## src/logic/mul_taint_defines.svh

```systemverilog
// Width settings for the taint-tracking shift-and-add multiplier
// Operand width may be overridden; the accumulator follows it
`ifndef MUL_TAINT_DEFINES_SVH
`define MUL_TAINT_DEFINES_SVH

// ==================================================
// Operand width
// ==================================================
`define MUL_WIDTH 8

// ==================================================
// Accumulator width
// ==================================================
// Two operand widths plus one bit to catch the add carry
`define MUL_SUM_WIDTH (2 * `MUL_WIDTH + 1)

`endif

```

## src/logic/mul_taint_pkg.sv

```systemverilog
// Shared types for the taint-tracking multiplier
// Every value field travels with a taint mask of equal width
`include "mul_taint_defines.svh"

package mul_taint_pkg;

    // Operand as presented at the top level
    typedef struct packed {
        logic [`MUL_WIDTH-1:0] value;
        logic [`MUL_WIDTH-1:0] taint;
    } opnd_t;

    // Accumulator-wide word, also used for the shifted multiplicand
    typedef struct packed {
        logic [`MUL_SUM_WIDTH-1:0] value;
        logic [`MUL_SUM_WIDTH-1:0] taint;
    } sum_word_t;

    // Step strobes from the controller, one taint bit covers all of them
    typedef struct packed {
        logic load;
        logic clear;
        logic add;
        logic shift;
        logic taint;
    } step_ctl_t;

endpackage

```

## src/logic/mul_control.sv

```systemverilog
// Sequencer for the shift-and-add multiplier
// Issues load, add and shift strobes and works out their control taint
`timescale 1ns/1ps
`include "mul_taint_defines.svh"

module mul_control
    import mul_taint_pkg::*;
(
    input  logic      clk,
    input  logic      arst_n,
    input  logic      start,
    input  logic      start_t,
    input  logic      mplier_lsb,
    input  logic      mplier_lsb_t,
    output step_ctl_t ctl,
    output logic      busy,
    output logic      done
);

    localparam int CNT_W = $clog2(`MUL_WIDTH + 1);

    typedef enum logic [2:0] {
        ST_IDLE,
        ST_LOAD,
        ST_TEST,
        ST_ADD,
        ST_SHIFT,
        ST_FINISH
    } state_t;

    state_t           state_q;
    state_t           state_d;
    state_t           cur_state;
    logic [CNT_W-1:0] step_cnt;
    logic             step_count_done;
    logic             taint_q;
    logic             accept;

    // ==================================================
    // State decode
    // ==================================================
    // Test resolves within its own cycle into an add or a bare shift
    assign cur_state = (state_q == ST_TEST) ? (mplier_lsb ? ST_ADD : ST_SHIFT) : state_q;

    assign accept          = start && !busy;
    assign step_count_done = (step_cnt == CNT_W'(`MUL_WIDTH - 1));

    always_comb begin
        case (cur_state)
            ST_IDLE:   state_d = accept ? ST_LOAD : ST_IDLE;
            ST_FINISH: state_d = accept ? ST_LOAD : ST_IDLE;
            ST_LOAD:   state_d = ST_TEST;
            ST_ADD:    state_d = ST_SHIFT;
            ST_SHIFT:  state_d = step_count_done ? ST_FINISH : ST_TEST;
            default:   state_d = ST_IDLE;
        endcase
    end

    always_ff @(posedge clk or negedge arst_n) begin
        if (!arst_n) begin
            state_q  <= ST_IDLE;
            step_cnt <= '0;
            taint_q  <= 1'b0;
        end else begin
            state_q <= state_d;
            if (accept) begin
                taint_q <= start_t;
            end
            // Count shifts, one per multiplier bit
            if (cur_state == ST_LOAD) begin
                step_cnt <= '0;
            end else if (cur_state == ST_SHIFT) begin
                step_cnt <= step_cnt + 1'b1;
            end
        end
    end

    // ==================================================
    // Strobes and control taint
    // ==================================================
    assign ctl.load  = (cur_state == ST_LOAD);
    // Accumulator clear rides on the load strobe
    assign ctl.clear = 1'b0;
    assign ctl.add   = (cur_state == ST_ADD);
    assign ctl.shift = (cur_state == ST_SHIFT);

    // Add or skip hinges on the current multiplier bit, so its taint joins in
    always_comb begin
        if (ctl.load) begin
            ctl.taint = taint_q;
        end else if (ctl.add || ctl.shift) begin
            ctl.taint = taint_q | mplier_lsb_t;
        end else begin
            ctl.taint = 1'b0;
        end
    end

    assign busy = (state_q != ST_IDLE) && (state_q != ST_FINISH);
    assign done = (state_q == ST_FINISH);

endmodule

```

## src/logic/multiplicand_reg.sv

```systemverilog
// Multiplicand holding register
// Stores the operand shifted up by one operand width, with its taint
`timescale 1ns/1ps
`include "mul_taint_defines.svh"

module multiplicand_reg
    import mul_taint_pkg::*;
(
    input  logic      clk,
    input  logic      arst_n,
    input  step_ctl_t ctl,
    input  opnd_t     multiplicand,
    output sum_word_t mcand
);

    localparam int SW = `MUL_SUM_WIDTH;

    always_ff @(posedge clk or negedge arst_n) begin
        if (!arst_n) begin
            mcand <= '0;
        end else if (ctl.load) begin
            mcand.value <= SW'(multiplicand.value) << `MUL_WIDTH;
            mcand.taint <= (SW'(multiplicand.taint) << `MUL_WIDTH) | {SW{ctl.taint}};
        end else begin
            // Held value still soaks up strobe taint
            mcand.taint <= mcand.taint | {SW{ctl.taint}};
        end
    end

endmodule

```

## src/logic/multiplier_reg.sv

```systemverilog
// Multiplier shift register
// Presents the current bit at bit 0 and shifts right on each step
`timescale 1ns/1ps
`include "mul_taint_defines.svh"

module multiplier_reg
    import mul_taint_pkg::*;
(
    input  logic      clk,
    input  logic      arst_n,
    input  step_ctl_t ctl,
    input  opnd_t     multiplier,
    output logic      mplier_lsb,
    output logic      mplier_lsb_t
);

    localparam int W = `MUL_WIDTH;

    logic [W-1:0] mplier_q;
    logic [W-1:0] mplier_t_q;

    always_ff @(posedge clk or negedge arst_n) begin
        if (!arst_n) begin
            mplier_q   <= '0;
            mplier_t_q <= '0;
        end else if (ctl.load) begin
            mplier_q   <= multiplier.value;
            mplier_t_q <= multiplier.taint | {W{ctl.taint}};
        end else if (ctl.shift) begin
            // Zero enters at the top
            mplier_q   <= mplier_q >> 1;
            mplier_t_q <= (mplier_t_q >> 1) | {W{ctl.taint}};
        end else begin
            mplier_t_q <= mplier_t_q | {W{ctl.taint}};
        end
    end

    assign mplier_lsb   = mplier_q[0];
    assign mplier_lsb_t = mplier_t_q[0];

endmodule

```

## src/logic/running_sum.sv

```systemverilog
// Running-sum accumulator of the multiplier
// Clears, adds the multiplicand or shifts right, tracking taint through carries
`timescale 1ns/1ps
`include "mul_taint_defines.svh"

module running_sum
    import mul_taint_pkg::*;
(
    input  logic      clk,
    input  logic      arst_n,
    input  step_ctl_t ctl,
    input  sum_word_t mcand,
    output sum_word_t sum
);

    localparam int SW = `MUL_SUM_WIDTH;

    logic [SW-1:0] add_value;
    logic [SW-1:0] add_taint;

    // ==================================================
    // Carry taint
    // ==================================================
    // Marks bit i+1 when bit i produces a carry and one of its inputs is tainted
    function automatic logic [SW-1:0] carry_taint(
        input logic [SW-1:0] a,
        input logic [SW-1:0] a_t,
        input logic [SW-1:0] b,
        input logic [SW-1:0] b_t
    );
        logic [SW-1:0] t;
        logic          carry;
        logic          c_out;
        t     = '0;
        carry = 1'b0;
        for (int i = 0; i < SW - 1; i++) begin
            c_out = (a[i] & b[i]) | (a[i] & carry) | (b[i] & carry);
            if (c_out && (a_t[i] || b_t[i])) begin
                t[i + 1] = 1'b1;
            end
            carry = c_out;
        end
        return t;
    endfunction

    assign add_value = sum.value + mcand.value;
    assign add_taint = sum.taint | mcand.taint | {SW{ctl.taint}}
                     | carry_taint(sum.value, sum.taint, mcand.value, mcand.taint);

    // ==================================================
    // Accumulator register
    // ==================================================
    always_ff @(posedge clk or negedge arst_n) begin
        if (!arst_n) begin
            sum <= '0;
        end else if (ctl.load || ctl.clear) begin
            sum.value <= '0;
            sum.taint <= {SW{ctl.taint}};
        end else if (ctl.add) begin
            sum.value <= add_value;
            sum.taint <= add_taint;
        end else if (ctl.shift) begin
            // Logical shift, the top bit fills with zero
            sum.value <= sum.value >> 1;
            sum.taint <= (sum.taint >> 1) | {SW{ctl.taint}};
        end
    end

endmodule

```

## src/logic/mul_top.sv

```systemverilog
// Top level of the taint-tracking sequential multiplier
// Joins the sequencer with the multiplicand, multiplier and accumulator blocks
`timescale 1ns/1ps
`include "mul_taint_defines.svh"

module mul_top
    import mul_taint_pkg::*;
(
    input  logic                    clk,
    input  logic                    arst_n,
    input  logic                    start,
    input  logic                    start_t,
    input  opnd_t                   multiplier,
    input  opnd_t                   multiplicand,
    output logic [2*`MUL_WIDTH-1:0] product,
    output logic [2*`MUL_WIDTH-1:0] product_t,
    output logic                    busy,
    output logic                    done
);

    step_ctl_t ctl;
    logic      mplier_lsb;
    logic      mplier_lsb_t;
    sum_word_t mcand;
    sum_word_t sum;

    // ==================================================
    // Sequencer
    // ==================================================
    mul_control u_control (
        .clk          (clk),
        .arst_n       (arst_n),
        .start        (start),
        .start_t      (start_t),
        .mplier_lsb   (mplier_lsb),
        .mplier_lsb_t (mplier_lsb_t),
        .ctl          (ctl),
        .busy         (busy),
        .done         (done)
    );

    // ==================================================
    // Datapath
    // ==================================================
    multiplicand_reg u_mcand (
        .clk          (clk),
        .arst_n       (arst_n),
        .ctl          (ctl),
        .multiplicand (multiplicand),
        .mcand        (mcand)
    );

    multiplier_reg u_mplier (
        .clk          (clk),
        .arst_n       (arst_n),
        .ctl          (ctl),
        .multiplier   (multiplier),
        .mplier_lsb   (mplier_lsb),
        .mplier_lsb_t (mplier_lsb_t)
    );

    running_sum u_sum (
        .clk          (clk),
        .arst_n       (arst_n),
        .ctl          (ctl),
        .mcand        (mcand),
        .sum          (sum)
    );

    // Carry bit is dropped, the product fits in the low half
    assign product   = sum.value[2*`MUL_WIDTH-1:0];
    assign product_t = sum.taint[2*`MUL_WIDTH-1:0];

endmodule

```

## config.mk

```make
export PLATFORM = sky130hd
export DESIGN_NAME = mul_top
export DESIGN_NICKNAME = d
export VERILOG_FILES = /design/src/logic/mul_taint_pkg.sv /design/src/logic/mul_control.sv /design/src/logic/multiplicand_reg.sv /design/src/logic/multiplier_reg.sv /design/src/logic/running_sum.sv /design/src/logic/mul_top.sv
export VERILOG_INCLUDE_DIRS = /design/src /design/src/logic
export SDC_FILE = /design/constraint.sdc
export NUM_CORES = 1
export LEC_CHECK = 0
export BUFFER_PORTS_ARGS = -buffer_cell sky130_fd_sc_hd__buf_2
export CORE_ASPECT_RATIO = 1.75
export CORE_MARGIN = 3
export CORE_UTILIZATION = 58
export CTS_CLUSTER_SIZE = 10
export DETAILED_ROUTE_END_ITERATION = 7
export PLACE_DENSITY_LB_ADDON = 0.1
export SLEW_MARGIN = 5
export SYNTH_ARGS = -nofsm -noshare
export SYNTH_HDL_FRONTEND = slang
export SYNTH_HIERARCHICAL = 1
export SYNTH_SLANG_ARGS = --single-unit
export TNS_END_PERCENT = 20
```

## constraint.sdc

```tcl
create_clock -name clk -period 2.85 [get_ports clk]
set_input_delay 0.1425 -clock clk [delete_from_list [all_inputs] [get_ports clk]]
set_output_delay 0.1425 -clock clk [all_outputs]
set_load 0.01 [all_outputs]
```

==> reports/metrics.csv <==
metric,value,unit
status,finished with violations,
violated checks,negative hold slack,
Leak,2.57,nW
grt ovf,0,
Sw Pwr,3.44,mW
CTS tree,built,
GRT Overall Usage,27.2,%
worst-case clock buffer depth,2,
pwr/cell area,1300,nW/um2
port buffer count,69,
Starting Density,59.9,%
Die Height,131,um
Int Power,4.28,mW
initial antenna violation count,0,
Clock Tree Root,clkbuf_16,
first-pass GRT wire length,22000,um
"commonest non-fill, non-tap cells in the layout","dfrtp_1, buf_2, nor2_1",
hold_ws,-0.000717,ns
"EDFF count, synth",0,
max-cap viol count,0,
via count,4519,
combinational share of power,54.4,%
wire length per cell,18.7,um
fin nets,652,
Synth area leaders,"dfrtp_1, mux2i_1, nor2_1, ha_1, o21ai_0",
detailed-routed wire length on met2,7000,um
Post-CTS Resized,0,
GP Congestion,0.904,
RSZ-0062 raised after global routing,false,
R2R setup slack,0.45,ns
R2R Path Start,u_control/state_q[0]$_DFF_PN0_,
Async SR Flop Fraction,100,%
HP Class,input port to async pin,
wire length on met3,689,um
TritonCTS Buffers,9,
CP Max Fanout,11,
largest net degree at the start of global routing,84,
final hold violations,1,
Core ar.,8670,um2
postcts setup bufs,0,
Die Area,10200,um2
HPWL Detailed,9430,um
final setup vio count,0,
Area growth syn-to-layout,14.1,%
CP Class,flop to flop,
setup tns final,0,ns
Detailed Routing Iterations Pass 1,5,
Arrival @ worst endpoint,2.65,ns
fin. max-slew vios,0,
vias per cell,6.29,
"Reg clk slew, reported paths",0.06,ns
r2r endpoint,u_sum/sum[16]$_DFFE_PN0P_,
worst setup path end,u_sum/sum[16]$_DFFE_PN0P_,
fin crit share,84.1,%
1st-iter DRT viols,232,
"FF+latch count, synth",83,
DR top layer,met4,
routed length on met1,5080,um
Fin Clk Skew,0.00687,ns
Clk network pwr share,16.1,%
WL final,13400,um
fmax,417,MHz
Synth Area per Inst,9.70,um2
hold bufs inserted after CTS,0,
critical path data required time,3.10,ns
Ys Warns,6,
row cnt,45,
Reg power frac,29.5,%
Ports,70,
min Tclk post-route,2.40,ns
"most common cell after layout, fill and taps aside",dfrtp_1,
diodes inserted,0,
switch share,44.6,%
"Clk Latency, worst-skew pair",0.34,ns
worst setup path start,u_control/state_q[0]$_DFF_PN0_,
synthesized instance count,535,
post-synthesis sequential area ratio,40.0,%
Synth area leader,dfrtp_1,
CP endpoint kind,flop,
DRC Markers,0,
Least-Margin Pin Slew,1.05,ns
slew margin rel.,29.8,%
Synth cell types,74,
"Top FF cell, synth",dfrtp_1,
post-route antenna net violation count,0,
Sink Count,83,
vias in the first global route,4563,
Synth top area share,40.0,%
share of cells above drive strength 1,22.6,%
mapped cell area,5190,um2
Max H-tree Level,3,
Die W,77.5,um
worst reg2reg path depth,9,
VDD IR max,0.000861,V
Worst Setup Start Kind,flop,
cell type report:
| cell class | instances | area (um2) |
|---|---|---|
| clock inverter | 5 | 77.6 |
| inverter | 7 | 26.3 |
| clock buffer | 10 | 239 |
| tap | 117 | 146 |
| sequential | 83 | 2080 |
| timing repair buffer | 82 | 458 |
| multi-input combinational | 415 | 2900 |
| fill | 753 | 2750 |
per-layer routing:
layer | up-vias | global-route usage (%)
li1 | 2109 | -
met1 | 2177 | 31.0
met2 | 182 | 46.3
met3 | 51 | 6.04
met4 | 0 | 15.2
met5 | - | 0
stage by stage:
step	utilization, %	total power, mW	std cells	cell area, um2	setup slack [ns]
floorplan	-	5.28	543	5220	0.381
global placement	64.6	6.24	704	5600	0.619
detailed placement	64.6	6.36	704	5600	0.529
CTS	68.3	7.66	719	5920	0.490
global route	68.3	8.27	719	5920	0.208
finish	68.3	7.72	719	5920	0.454
registers in the layout, summed over array words and instances, names as in the netlist:
name                 cells
u_control/taint_q        1
u_mplier/mplier_t_q      8
u_mplier/mplier_q        8
u_mcand/mcand           25
u_control/step_cnt       4
u_control/state_q        3
u_sum/sum               34
power groups by stage:
stage | clock network [mW] | registers [mW] | logic [mW]
floorplan | 0 | 2.17 | 3.11
global placement | 0 | 2.26 | 3.97
detailed placement | 0 | 2.29 | 4.07
CTS | 1.27 | 2.27 | 4.11
global route | 1.32 | 2.35 | 4.60
finish | 1.25 | 2.28 | 4.20
cell usage after synthesis (8+ instances only):
library cell	number
a211o_1	9
a211oi_1	15
a21o_1	16
a21oi_1	30
buf_2	10
buf_4	11
clkbuf_1	9
dfrtp_1	83
ha_1	17
mux2_2	11
mux2i_1	24
nand2_1	22
nand3_1	9
nor2_1	59
nor2b_1	15
nor3_1	11
o21a_1	8
o21ai_0	32
o22ai_1	15
xor2_1	9
cell families (layout without fill, tap and decap cells):
| group | Yosys count | after routing | synth area share, % |
|---|---|---|---|
| buffers and inverters | 45 | 104 | 5.21 |
| other | 2 | 10 | 0.145 |
| AO/OA/AOI/OAI | 197 | 197 | 27.4 |
| adder cells (fa/ha/maj) | 18 | 18 | 4.48 |
| multiplexers | 35 | 35 | 7.02 |
| XOR/XNOR | 14 | 14 | 2.36 |
| flip-flops | 83 | 83 | 40.0 |
| AND/OR/NAND/NOR | 141 | 141 | 13.4 |
critical path: stages, from the launching register on:
cell and delay [ns]:
dfrtp_1 0.53, or3b_2 0.53, inv_1 0.10, or2_1 0.30
nor2_4 0.10, nand2_1 0.16, nand2_1 0.07, a21oi_1 0.19
o21ai_0 0.13, o31ai_1 0.19
how the worst min path moves through the flow:
stage / from / to / slack [ns] / cells after the start
after global routing: multiplicand[1] / u_mcand/mcand[9]$_DFF_PN0_ / 0.0009 / 2
after CTS: multiplicand[0] / u_mcand/mcand[8]$_DFF_PN0_ / 0.004 / 2
final: arst_n / u_mcand/mcand[10]$_DFF_PN0_ / -0.0007 / 1
after detailed placement: multiplier[9] / u_mplier/mplier_q[1]$_DFFE_PN0P_ / 0.36 / 3
after floorplan: arst_n / u_control/state_q[0]$_DFF_PN0_ / -0.15 / 0
after global placement: multiplicand[2] / u_mcand/mcand[10]$_DFF_PN0_ / 0.35 / 2
No activity file was read; power rests on OpenSTA's default activity.
